$ cat config.mk
export PLATFORM = sky130hd
export DESIGN_NAME = av_udp_tx_top
export DESIGN_NICKNAME = d
export VERILOG_FILES = /design/src/hdl/av_stream_pkg.sv /design/src/hdl/eth_hdr_pkg.sv /design/src/hdl/av_udp_tx_top.sv /design/src/hdl/udp_frame_tx.sv /design/src/hdl/ip_checksum.sv /design/src/hdl/crc32_gen.sv /design/src/hdl/sample_fifo.sv
export SDC_FILE = /design/constraint.sdc
export NUM_CORES = 2
export LEC_CHECK = 0
export BUFFER_PORTS_ARGS = -buffer_cell sky130_fd_sc_hd__buf_2
export CAP_MARGIN = 10
export CORE_MARGIN = 4
export CORE_UTILIZATION = 62
export DETAILED_ROUTE_END_ITERATION = 12
export MAX_ROUTING_LAYER = met4
export PLACE_DENSITY_LB_ADDON = 0.25
export REMOVE_ABC_BUFFERS = 1
export SYNTH_ARGS = -nofsm -noshare
export SYNTH_HDL_FRONTEND = slang
export SYNTH_SLANG_ARGS = --single-unit
$ cat constraint.sdc
create_clock -name fifo_clk -period 11.4 [get_ports fifo_clk]
set_input_delay 1.71 -clock fifo_clk [delete_from_list [all_inputs] [get_ports fifo_clk]]
set_output_delay 1.71 -clock fifo_clk [all_outputs]
set_load 0.1 [all_outputs]
$ cat src/hdl/av_stream_pkg.sv
package av_stream_pkg;

	// Pixel word in YUV order, spare byte unused on the wire
	typedef struct packed {
		logic [7:0] y;
		logic [7:0] c;
		logic [7:0] spare;
	} yuv_word_t;

	// Same word read as RGB
	typedef struct packed {
		logic [7:0] r;
		logic [7:0] g;
		logic [7:0] b;
	} rgb_word_t;

	// Decoded per frame by rgb_mode
	typedef union packed {
		yuv_word_t yuv;
		rgb_word_t rgb;
	} pixel_word_u;

	typedef logic [15:0] audio_word_t;

	// Kind byte, first payload byte
	localparam logic [7:0] PKT_VIDEO = 8'd0;
	localparam logic [7:0] PKT_AUDIO = 8'd1;

	// ------------------------------------------------------------------------
	// Payload sizes
	// ------------------------------------------------------------------------
	localparam int PIX_WORDS_PER_PKT   = 32;
	localparam int AUD_WORDS_PER_PKT   = 8;
	// Kind + line number
	localparam int VIDEO_PREFIX_BYTES  = 3;
	// Kind + sequence
	localparam int AUDIO_PREFIX_BYTES  = 2;
	localparam int VIDEO_PAYLOAD_BYTES = 67;
	localparam int AUDIO_PAYLOAD_BYTES = 18;

	localparam int PIX_FIFO_DEPTH = 64;
	localparam int AUD_FIFO_DEPTH = 32;

endpackage

$ cat src/hdl/eth_hdr_pkg.sv
package eth_hdr_pkg;

	// ------------------------------------------------------------------------
	// Addresses for node 0
	// ------------------------------------------------------------------------
	// node_id is subtracted from the destination low byte
	// and added to the source low byte
	localparam logic [47:0] DST_MAC      = 48'h00_23_45_67_89_02;
	localparam logic [47:0] SRC_MAC      = 48'h00_23_45_67_89_01;
	localparam logic [31:0] IP_SRC_ADDR  = {8'd192, 8'd168, 8'd0, 8'd1};
	localparam logic [31:0] IP_DST_ADDR  = {8'd192, 8'd168, 8'd0, 8'd2};

	// Fixed header fields
	localparam logic [15:0] ETH_TYPE_IPV4 = 16'h0800;
	// Version 4, IHL 5, TOS 0
	localparam logic [15:0] IP_VER_TOS    = 16'h4500;
	localparam logic [15:0] IP_IDENT      = 16'h0000;
	// Don't fragment
	localparam logic [15:0] IP_FLAGS      = 16'h4000;
	localparam logic [7:0]  IP_TTL        = 8'h40;
	localparam logic [7:0]  IP_PROTO_UDP  = 8'h11;
	localparam logic [15:0] UDP_SRC_PORT  = 16'h3038;
	localparam logic [15:0] UDP_DST_PORT  = 16'h3039;

	// ------------------------------------------------------------------------
	// Frame layout
	// ------------------------------------------------------------------------
	localparam int PREAMBLE_LEN  = 7;
	// Ethernet 14 + IPv4 20 + UDP 8
	localparam int HDR_BYTES     = 42;
	localparam int IP_HDR_BYTES  = 20;
	localparam int UDP_HDR_BYTES = 8;
	localparam int FCS_BYTES     = 4;
	localparam int IFG_CYCLES    = 12;

	localparam logic [7:0] PREAMBLE_BYTE = 8'h55;
	localparam logic [7:0] SFD_BYTE      = 8'hd5;

	// Reflected Ethernet polynomial
	localparam logic [31:0] CRC32_POLY = 32'hedb8_8320;

	// GMII transmit side, one byte per clock
	typedef struct packed {
		logic       tx_en;
		logic [7:0] txd;
	} gmii_tx_t;

endpackage
$ cat src/hdl/av_udp_tx_top.sv
`timescale 1ns/1ps

module av_udp_tx_top (
	input  logic                       fifo_clk,
	input  logic                       sys_rst,
	input  logic                       node_id,
	input  logic                       rgb_mode,
	input  logic                       pix_wr,
	input  av_stream_pkg::pixel_word_u pix_data,
	output logic                       pix_full,
	input  logic                       aud_wr,
	input  av_stream_pkg::audio_word_t aud_data,
	output logic                       aud_full,
	output eth_hdr_pkg::gmii_tx_t      gmii
);

	// FIFO heads and fill levels
	av_stream_pkg::pixel_word_u                     pix_head;
	logic [$clog2(av_stream_pkg::PIX_FIFO_DEPTH):0] pix_level;
	logic                                           pix_rd;
	av_stream_pkg::audio_word_t                     aud_head;
	logic [$clog2(av_stream_pkg::AUD_FIFO_DEPTH):0] aud_level;
	logic                                           aud_rd;

	// Checksum and CRC handshakes
	logic        csum_start;
	logic [15:0] total_len;
	logic [15:0] hdr_csum;
	logic        crc_init;
	logic        crc_en;
	logic [1:0]  crc_byte_sel;
	logic [7:0]  fcs_byte;

	// ------------------------------------------------------------------------
	// Sample buffers
	// ------------------------------------------------------------------------
	sample_fifo #(
		.WIDTH ($bits(av_stream_pkg::pixel_word_u)),
		.DEPTH (av_stream_pkg::PIX_FIFO_DEPTH)
	) u_pix_fifo (
		.fifo_clk (fifo_clk),
		.sys_rst  (sys_rst),
		.wr       (pix_wr),
		.wr_data  (pix_data),
		.full     (pix_full),
		.rd       (pix_rd),
		.rd_data  (pix_head),
		.level    (pix_level)
	);

	sample_fifo #(
		.WIDTH ($bits(av_stream_pkg::audio_word_t)),
		.DEPTH (av_stream_pkg::AUD_FIFO_DEPTH)
	) u_aud_fifo (
		.fifo_clk (fifo_clk),
		.sys_rst  (sys_rst),
		.wr       (aud_wr),
		.wr_data  (aud_data),
		.full     (aud_full),
		.rd       (aud_rd),
		.rd_data  (aud_head),
		.level    (aud_level)
	);

	// ------------------------------------------------------------------------
	// Framing
	// ------------------------------------------------------------------------
	udp_frame_tx u_frame_tx (
		.fifo_clk     (fifo_clk),
		.sys_rst      (sys_rst),
		.node_id      (node_id),
		.rgb_mode     (rgb_mode),
		.pix_word     (pix_head),
		.pix_level    (pix_level),
		.pix_rd       (pix_rd),
		.aud_word     (aud_head),
		.aud_level    (aud_level),
		.aud_rd       (aud_rd),
		.csum_start   (csum_start),
		.total_len    (total_len),
		.hdr_csum     (hdr_csum),
		.crc_init     (crc_init),
		.crc_en       (crc_en),
		.crc_byte_sel (crc_byte_sel),
		.fcs_byte     (fcs_byte),
		.gmii         (gmii)
	);

	// Sampled on the same cycle as the sequencer's node copy
	ip_checksum u_ip_checksum (
		.fifo_clk  (fifo_clk),
		.sys_rst   (sys_rst),
		.start     (csum_start),
		.total_len (total_len),
		.node_id   (node_id),
		.hdr_csum  (hdr_csum)
	);

	// Fed straight from the wire byte
	crc32_gen u_crc32 (
		.fifo_clk (fifo_clk),
		.sys_rst  (sys_rst),
		.crc_init (crc_init),
		.crc_en   (crc_en),
		.data     (gmii.txd),
		.byte_sel (crc_byte_sel),
		.fcs_byte (fcs_byte)
	);

endmodule

$ cat src/hdl/udp_frame_tx.sv
`timescale 1ns/1ps

module udp_frame_tx (
	input  logic                                        fifo_clk,
	input  logic                                        sys_rst,
	input  logic                                        node_id,
	input  logic                                        rgb_mode,
	input  av_stream_pkg::pixel_word_u                  pix_word,
	input  logic [$clog2(av_stream_pkg::PIX_FIFO_DEPTH):0] pix_level,
	output logic                                        pix_rd,
	input  av_stream_pkg::audio_word_t                  aud_word,
	input  logic [$clog2(av_stream_pkg::AUD_FIFO_DEPTH):0] aud_level,
	output logic                                        aud_rd,
	output logic                                        csum_start,
	output logic [15:0]                                 total_len,
	input  logic [15:0]                                 hdr_csum,
	output logic                                        crc_init,
	output logic                                        crc_en,
	output logic [1:0]                                  crc_byte_sel,
	input  logic [7:0]                                  fcs_byte,
	output eth_hdr_pkg::gmii_tx_t                       gmii
);

	// State names what is on the wire in this cycle
	typedef enum logic [2:0] {
		IDLE,
		PRE,
		SFD,
		HDR,
		PAYLOAD,
		FCS,
		IFG
	} state_t;

	state_t      state;
	// Byte counter within the current state
	logic [7:0]  cnt;
	logic        is_video;
	logic [6:0]  pay_len;
	// Frame copies of the level inputs
	logic        node_q;
	logic        rgb_q;
	logic [15:0] line_num;
	logic [7:0]  aud_seq;

	logic        vid_rdy;
	logic        aud_rdy;
	logic [15:0] udp_len;
	logic [7:0]  dst_mac_lo;
	logic [7:0]  src_mac_lo;
	logic [7:0]  src_ip_lo;
	logic [7:0]  dst_ip_lo;
	logic [8*eth_hdr_pkg::HDR_BYTES-1:0] hdr_vec;
	logic [7:0]  hdr_byte;
	// Offsets into the sample area of the payload
	logic [7:0]  vid_off;
	logic [7:0]  aud_off;
	logic [7:0]  pay_byte;

	// Whole packet already buffered
	assign vid_rdy = (pix_level >= av_stream_pkg::PIX_WORDS_PER_PKT);
	assign aud_rdy = (aud_level >= av_stream_pkg::AUD_WORDS_PER_PKT);

	// ------------------------------------------------------------------------
	// Sequencer
	// ------------------------------------------------------------------------
	always_ff @(posedge fifo_clk) begin
		if (sys_rst) begin
			state    <= IDLE;
			cnt      <= '0;
			is_video <= 1'b0;
			pay_len  <= '0;
			node_q   <= 1'b0;
			rgb_q    <= 1'b0;
			line_num <= '0;
			aud_seq  <= '0;
		end else begin
			case (state)
				IDLE: begin
					// Video wins a tie
					if (vid_rdy || aud_rdy) begin
						state    <= PRE;
						cnt      <= '0;
						is_video <= vid_rdy;
						pay_len  <= vid_rdy ? 7'(av_stream_pkg::VIDEO_PAYLOAD_BYTES)
							: 7'(av_stream_pkg::AUDIO_PAYLOAD_BYTES);
					end
				end
				PRE: begin
					// Latched with the checksum start
					if (cnt == 8'd0) begin
						node_q <= node_id;
						rgb_q  <= rgb_mode;
					end
					if (cnt == 8'(eth_hdr_pkg::PREAMBLE_LEN - 1)) begin
						state <= SFD;
						cnt   <= '0;
					end else begin
						cnt <= cnt + 8'd1;
					end
				end
				SFD: begin
					state <= HDR;
					cnt   <= '0;
				end
				HDR: begin
					if (cnt == 8'(eth_hdr_pkg::HDR_BYTES - 1)) begin
						state <= PAYLOAD;
						cnt   <= '0;
					end else begin
						cnt <= cnt + 8'd1;
					end
				end
				PAYLOAD: begin
					if (cnt == {1'b0, pay_len} - 8'd1) begin
						state <= FCS;
						cnt   <= '0;
						// Numbering advances once the frame carried it
						if (is_video) begin
							line_num <= line_num + 16'd1;
						end else begin
							aud_seq <= aud_seq + 8'd1;
						end
					end else begin
						cnt <= cnt + 8'd1;
					end
				end
				FCS: begin
					if (cnt == 8'(eth_hdr_pkg::FCS_BYTES - 1)) begin
						state <= IFG;
						cnt   <= '0;
					end else begin
						cnt <= cnt + 8'd1;
					end
				end
				IFG: begin
					// IDLE supplies the last quiet cycle of the gap
					if (cnt == 8'(eth_hdr_pkg::IFG_CYCLES - 2)) begin
						state <= IDLE;
						cnt   <= '0;
					end else begin
						cnt <= cnt + 8'd1;
					end
				end
				default: begin
					state <= IDLE;
					cnt   <= '0;
				end
			endcase
		end
	end

	// ------------------------------------------------------------------------
	// Length fields and side units
	// ------------------------------------------------------------------------
	assign total_len = 16'(eth_hdr_pkg::IP_HDR_BYTES + eth_hdr_pkg::UDP_HDR_BYTES)
		+ {9'd0, pay_len};
	assign udp_len   = 16'(eth_hdr_pkg::UDP_HDR_BYTES) + {9'd0, pay_len};

	// First preamble cycle
	assign csum_start   = (state == PRE) && (cnt == 8'd0);
	assign crc_init     = (state == SFD);
	// CRC covers the header and payload bytes as sent
	assign crc_en       = (state == HDR) || (state == PAYLOAD);
	assign crc_byte_sel = cnt[1:0];

	// Node identity on the last address bytes
	assign dst_mac_lo = eth_hdr_pkg::DST_MAC[7:0] - {7'd0, node_q};
	assign src_mac_lo = eth_hdr_pkg::SRC_MAC[7:0] + {7'd0, node_q};
	assign src_ip_lo  = eth_hdr_pkg::IP_SRC_ADDR[7:0] + {7'd0, node_q};
	assign dst_ip_lo  = eth_hdr_pkg::IP_DST_ADDR[7:0] - {7'd0, node_q};

	// Header in wire order, first byte at the top, UDP checksum left zero
	assign hdr_vec = {
		eth_hdr_pkg::DST_MAC[47:8], dst_mac_lo,
		eth_hdr_pkg::SRC_MAC[47:8], src_mac_lo,
		eth_hdr_pkg::ETH_TYPE_IPV4,
		eth_hdr_pkg::IP_VER_TOS, total_len,
		eth_hdr_pkg::IP_IDENT, eth_hdr_pkg::IP_FLAGS,
		eth_hdr_pkg::IP_TTL, eth_hdr_pkg::IP_PROTO_UDP, hdr_csum,
		eth_hdr_pkg::IP_SRC_ADDR[31:8], src_ip_lo,
		eth_hdr_pkg::IP_DST_ADDR[31:8], dst_ip_lo,
		eth_hdr_pkg::UDP_SRC_PORT, eth_hdr_pkg::UDP_DST_PORT,
		udp_len, 16'h0000
	};
	assign hdr_byte = hdr_vec[($bits(hdr_vec) - 8) - 8 * cnt +: 8];

	// ------------------------------------------------------------------------
	// Payload bytes and FIFO pops
	// ------------------------------------------------------------------------
	assign vid_off = cnt - 8'(av_stream_pkg::VIDEO_PREFIX_BYTES);
	assign aud_off = cnt - 8'(av_stream_pkg::AUDIO_PREFIX_BYTES);

	always_comb begin
		if (is_video) begin
			case (cnt)
				8'd0: pay_byte = av_stream_pkg::PKT_VIDEO;
				8'd1: pay_byte = line_num[15:8];
				8'd2: pay_byte = line_num[7:0];
				default: begin
					// Y then chroma, or green then red
					if (vid_off[0]) begin
						pay_byte = rgb_q ? pix_word.rgb.r : pix_word.yuv.c;
					end else begin
						pay_byte = rgb_q ? pix_word.rgb.g : pix_word.yuv.y;
					end
				end
			endcase
		end else begin
			case (cnt)
				8'd0:    pay_byte = av_stream_pkg::PKT_AUDIO;
				8'd1:    pay_byte = aud_seq;
				// Sample high byte first
				default: pay_byte = aud_off[0] ? aud_word[7:0] : aud_word[15:8];
			endcase
		end
	end

	// Pop on the second byte of a word
	assign pix_rd = (state == PAYLOAD) && is_video && (pix_level != '0)
		&& (cnt >= 8'(av_stream_pkg::VIDEO_PREFIX_BYTES)) && vid_off[0];
	assign aud_rd = (state == PAYLOAD) && !is_video && (aud_level != '0)
		&& (cnt >= 8'(av_stream_pkg::AUDIO_PREFIX_BYTES)) && aud_off[0];

	// GMII byte mux
	always_comb begin
		case (state)
			PRE: begin
				gmii.tx_en = 1'b1;
				gmii.txd   = eth_hdr_pkg::PREAMBLE_BYTE;
			end
			SFD: begin
				gmii.tx_en = 1'b1;
				gmii.txd   = eth_hdr_pkg::SFD_BYTE;
			end
			HDR: begin
				gmii.tx_en = 1'b1;
				gmii.txd   = hdr_byte;
			end
			PAYLOAD: begin
				gmii.tx_en = 1'b1;
				gmii.txd   = pay_byte;
			end
			FCS: begin
				gmii.tx_en = 1'b1;
				gmii.txd   = fcs_byte;
			end
			// Quiet line in IDLE and IFG
			default: begin
				gmii.tx_en = 1'b0;
				gmii.txd   = 8'h00;
			end
		endcase
	end

endmodule

$ cat src/hdl/ip_checksum.sv
`timescale 1ns/1ps

module ip_checksum (
	input  logic        fifo_clk,
	input  logic        sys_rst,
	input  logic        start,
	input  logic [15:0] total_len,
	input  logic        node_id,
	output logic [15:0] hdr_csum
);

	// Low address bytes shifted by node identity
	logic [7:0]  src_lo;
	logic [7:0]  dst_lo;
	// Nine 16-bit words fit in 20 bits
	logic [19:0] word_sum;
	logic [16:0] fold1;
	logic [15:0] fold2;

	assign src_lo = eth_hdr_pkg::IP_SRC_ADDR[7:0] + {7'd0, node_id};
	assign dst_lo = eth_hdr_pkg::IP_DST_ADDR[7:0] - {7'd0, node_id};

	// Checksum field itself counts as zero
	always_comb begin
		word_sum = {4'd0, eth_hdr_pkg::IP_VER_TOS}
			+ {4'd0, total_len}
			+ {4'd0, eth_hdr_pkg::IP_IDENT}
			+ {4'd0, eth_hdr_pkg::IP_FLAGS}
			+ {4'd0, eth_hdr_pkg::IP_TTL, eth_hdr_pkg::IP_PROTO_UDP}
			+ {4'd0, eth_hdr_pkg::IP_SRC_ADDR[31:16]}
			+ {4'd0, eth_hdr_pkg::IP_SRC_ADDR[15:8], src_lo}
			+ {4'd0, eth_hdr_pkg::IP_DST_ADDR[31:16]}
			+ {4'd0, eth_hdr_pkg::IP_DST_ADDR[15:8], dst_lo};
		// End-around carry, twice is enough for 20 bits
		fold1 = {1'b0, word_sum[15:0]} + {13'd0, word_sum[19:16]};
		fold2 = fold1[15:0] + {15'd0, fold1[16]};
	end

	// Held until the next frame
	always_ff @(posedge fifo_clk) begin
		if (sys_rst) begin
			hdr_csum <= '0;
		end else if (start) begin
			hdr_csum <= ~fold2;
		end
	end

endmodule

$ cat src/hdl/crc32_gen.sv
`timescale 1ns/1ps

module crc32_gen (
	input  logic       fifo_clk,
	input  logic       sys_rst,
	input  logic       crc_init,
	input  logic       crc_en,
	input  logic [7:0] data,
	input  logic [1:0] byte_sel,
	output logic [7:0] fcs_byte
);

	logic [31:0] crc_q;
	logic [31:0] fcs_word;

	// One byte through the reflected LFSR, LSB first
	function automatic logic [31:0] crc_step(input logic [31:0] c, input logic [7:0] d);
		logic [31:0] r;
		r = c ^ {24'd0, d};
		for (int i = 0; i < 8; i++) begin
			if (r[0]) begin
				r = (r >> 1) ^ eth_hdr_pkg::CRC32_POLY;
			end else begin
				r = r >> 1;
			end
		end
		return r;
	endfunction

	// ------------------------------------------------------------------------
	// Accumulator
	// ------------------------------------------------------------------------
	always_ff @(posedge fifo_clk) begin
		if (sys_rst) begin
			crc_q <= '1;
		end else if (crc_init) begin
			// Preset, no byte taken in this cycle
			crc_q <= '1;
		end else if (crc_en) begin
			crc_q <= crc_step(crc_q, data);
		end
	end

	// Complemented remainder is the FCS
	assign fcs_word = ~crc_q;

	// Low byte goes out first
	always_comb begin
		case (byte_sel)
			2'd0:    fcs_byte = fcs_word[7:0];
			2'd1:    fcs_byte = fcs_word[15:8];
			2'd2:    fcs_byte = fcs_word[23:16];
			default: fcs_byte = fcs_word[31:24];
		endcase
	end

endmodule

$ cat src/hdl/sample_fifo.sv
`timescale 1ns/1ps

module sample_fifo #(
	parameter int WIDTH = 24,
	parameter int DEPTH = 64
) (
	input  logic                    fifo_clk,
	input  logic                    sys_rst,
	input  logic                    wr,
	input  logic [WIDTH-1:0]        wr_data,
	output logic                    full,
	input  logic                    rd,
	output logic [WIDTH-1:0]        rd_data,
	output logic [$clog2(DEPTH):0]  level
);

	// Storage, power of two depth so pointers wrap by themselves
	logic [WIDTH-1:0] mem [DEPTH];

	logic [$clog2(DEPTH)-1:0] wr_ptr;
	logic [$clog2(DEPTH)-1:0] rd_ptr;

	// Qualified strobes
	logic wr_ok;
	logic rd_ok;

	assign full  = (level == DEPTH);
	// Write while full is dropped
	assign wr_ok = wr & ~full;
	// Pop only with something inside
	assign rd_ok = rd & (level != '0);

	// Head entry, seen without a read latency
	assign rd_data = mem[rd_ptr];

	always_ff @(posedge fifo_clk) begin
		if (wr_ok) begin
			mem[wr_ptr] <= wr_data;
		end
	end

	// ------------------------------------------------------------------------
	// Pointers and occupancy
	// ------------------------------------------------------------------------
	always_ff @(posedge fifo_clk) begin
		if (sys_rst) begin
			wr_ptr <= '0;
			rd_ptr <= '0;
			level  <= '0;
		end else begin
			if (wr_ok) begin
				wr_ptr <= wr_ptr + 1'b1;
			end
			if (rd_ok) begin
				rd_ptr <= rd_ptr + 1'b1;
			end
			// Simultaneous read and write leaves level alone
			case ({wr_ok, rd_ok})
				2'b10:   level <= level + 1'b1;
				2'b01:   level <= level - 1'b1;
				default: level <= level;
			endcase
		end
	end

endmodule

==> qor.yml <==
clk_pin_slew_ns: 0.06
dieHeight_um: 339
post_cts_resized: 0
coreArea_mm2: 0.109
cts_max_path_buffers: 3
cts_buffers: 163
htreeDepth: 4
grt_util_all_layers: 0.295
fin_crit_ns: 7.74
skew_ns: 0.0464
p_int_w: 0.00975
ys_seq_area_frac: 0.719
slew_viol_final: 0
slew_headroom: 0.131
synth.distinct_cells: 88
fmax_mhz: 129
status: "finished clean"
cts_num_sinks: 1667
gp_congestion: 0.909
holdWs_ns: 0.472
grt_start_max_net_pins: 114
hold_violations: 0
switchingPower_w: 0.00272
via_per_inst: 6.78
syn_area_mm2: 0.0678
pwr-share-clk: 0.412
powerDensity_mw_per_mm2: 166
arrival_ns: 6.03
place.port_buffers: 48
syn_area_per_cell_um2: 18.3
dp_slack_ns: 4.41
grt_pass1_vias: 36096
cp_max_fo: 39
post-route-util: 0.690
postSynthCellCount: 3704
detail_route.first_pass.iterations: 6
clock-root-buffer: "clkbuf_16"
worstSetupPathType: "reg -> out"
antenna_found_initial: 9
async_reset_ff_frac: 0
io_pins: 57
ant_nets: 0
yosysWarnings: 0
min_path_type: "reg -> reg"
hpwl_um: 91600
ir_drop_uv: 144
area_growth_pct: 10.7
synth-edff-count: 1536
ys.flop_type: "edfxtp_1"
detail_route.wl_per_cell_um: 30.1
grt_setup_unrepaired: "false"
vias: 36650
die_x_um: 339
hold_buffers: 0
cts_setup_buffers: 0
pwr-share-seq: 0.540
clock_insertion_delay_worst_skew_ns: 0.78
fill_cells: 6717
totalWireLength_um: 162000
start_util: 0.623
gr-total-overflow: 0
finalCritPeriodShare: 0.679
maxCapViolations: 0
p_comb_frac: 0.048
leakage_nw: 23.7
critPathRequiredTime_ns: 9.69
final_nets: 3937
start_kind: "flop"
dieArea_mm2: 0.115
fp-row-count: 121
drt_drc_violations_left: 0
first_iter_violations: 5202
grt_pass1_wl_um: 242000
tightest_slew_ns: 1.30
setup_viol: 0
p_sw_frac: 0.218
crit_path_end_kind: "output pin"
drive_above_1_share: 0.221
synth_seq_cells: 1667
setup_slack_ns: 3.66
cts_tree: "yes"
power by group through the flow:
stage | logic [W] | clock network, W | registers [W]
5_1_grt | 0.000640 | 0.00548 | 0.00673
2_1_floorplan | 0.000295 | 0 | 0.00686
6_report | 0.000604 | 0.00514 | 0.00673
4_1_cts | 0.000592 | 0.00520 | 0.00673
3_5_place_dp | 0.000588 | 0 | 0.00686
3_3_place_gp | 0.000580 | 0 | 0.00686
synth_stat cells, drive strengths merged, types with 14 or more instances:
master	instances	area [µm²]
edfxtp	1536	46100
mux4	389	8760
nor2	278	1040
nand2	168	631
dfxtp	131	2620
a21oi	111	556
a22oi	110	826
clkbuf	105	394
buf	103	698
xor2	67	602
xnor2	53	509
mux2i	52	521
o21ai	49	245
nand3	46	230
inv	43	161
ha	38	475
nor2b	33	206
nor3	26	130
nand4	25	156
o211ai	24	180
a211oi	23	178
a31oi	21	131
or3	18	113
and2	16	100
o22ai	15	93.8
nand2b	14	87.6
sequential cells by signal, summed over array words and instances (netlist names), named ones only:
| register | count |
|---|---|
| u_pix_fifo.wr_ptr | 6 |
| u_frame_tx.rgb_q | 1 |
| u_aud_fifo.rd_ptr | 5 |
| u_aud_fifo.wr_ptr | 5 |
| u_frame_tx.aud_seq | 8 |
| u_frame_tx.cnt | 8 |
| u_ip_checksum.hdr_csum | 13 |
| u_frame_tx.pay_len | 3 |
| u_aud_fifo.level | 6 |
| u_crc32.crc_q | 32 |
| u_frame_tx.node_q | 1 |
| u_frame_tx.state | 3 |
| u_frame_tx.line_num | 16 |
| u_pix_fifo.level | 7 |
| u_pix_fifo.mem | 1024 |
| u_pix_fifo.rd_ptr | 6 |
| u_aud_fifo.mem | 512 |
area by class of cell:
class	instances	area (µm²)	share of cell area
multi-input cells	1784	17900	0.238
well taps	1414	1770	0.0236
diodes	8	20.0	0.000267
flip-flops and latches	1667	48800	0.650
repair buffers	190	1370	0.0183
clock buffers	207	4290	0.0571
inverters	45	169	0.00225
clock inverters	87	781	0.0104
cells by family (layout without fill, tap and decap cells):
logic type | after synthesis | count (layout) | share of synthesized area
other cells | 0 | 8 | 0
buf+inv | 253 | 529 | 0.0186
mux | 450 | 450 | 0.138
flops | 1667 | 1667 | 0.719
simple gates | 703 | 703 | 0.0491
compound gates | 461 | 461 | 0.0469
fa+ha+maj | 40 | 40 | 0.00761
xor+xnor | 130 | 130 | 0.0198
worst max-delay path: stages, from the launching register on:
cell and delay (ns):
dfxtp_4 0.76, buf_4 0.74, mux4_2 0.59, a22oi_1 0.32, a21oi_1 0.27, nor4_1 0.82, nor2_1 0.08, o31ai_1 0.65
a41oi_1 0.51, buf_2 0.46
cells in the final DEF, fill, tap and decap left out, types with 49 or more instances in the layout:
| cell type | netlist | routed |
|---|---|---|
| mux2i_1 | 52 | 52 |
| edfxtp_1 | 1536 | 1536 |
| mux4_2 | 389 | 389 |
| xnor2_1 | 50 | 49 |
| xor2_1 | 65 | 64 |
| clkbuf_16 | 0 | 164 |
| buf_4 | 16 | 138 |
| a22oi_1 | 110 | 110 |
| dfxtp_1 | 131 | 122 |
| a21oi_1 | 111 | 111 |
| nor2_1 | 278 | 247 |
| nand2_1 | 168 | 168 |
layer usage:
layer	GRT usage	up-vias	part of all wire
li1	-	15271	-
met3	0.0646	308	0.11
met1	0.429	18913	0.40
met2	0.428	2158	0.46
met5	-	-	0
met4	0.0873	0	0.028
metrics by stage:
stage / std cells / setup TNS (ns) / total power (W) / area (µm²)
after floorplan: 3496 / -118.13 / 0.00716 / 66700
after global placement: 5098 / 0 / 0.00744 / 69900
after detailed placement: 5098 / 0 / 0.00745 / 69900
after CTS: 5392 / 0 / 0.0125 / 75000
after global routing: 5402 / 0 / 0.0129 / 75000
final: 5402 / 0 / 0.0125 / 75000
final timing paths:
check / depth (start not counted) / end / start / slack, ns
worst max register to register: 13 / u_crc32.crc_q[19] / flop / 4.95
worst min-delay path: 2 / u_ip_checksum.hdr_csum[3] / u_ip_checksum.hdr_csum[3] / 0.47
worst min register to register: 2 / u_ip_checksum.hdr_csum[3] / u_ip_checksum.hdr_csum[3] / 0.47
worst max-delay path: 9 / gmii[5] / flop / 3.66
Note: power is estimated with default switching activity, not from simulation.
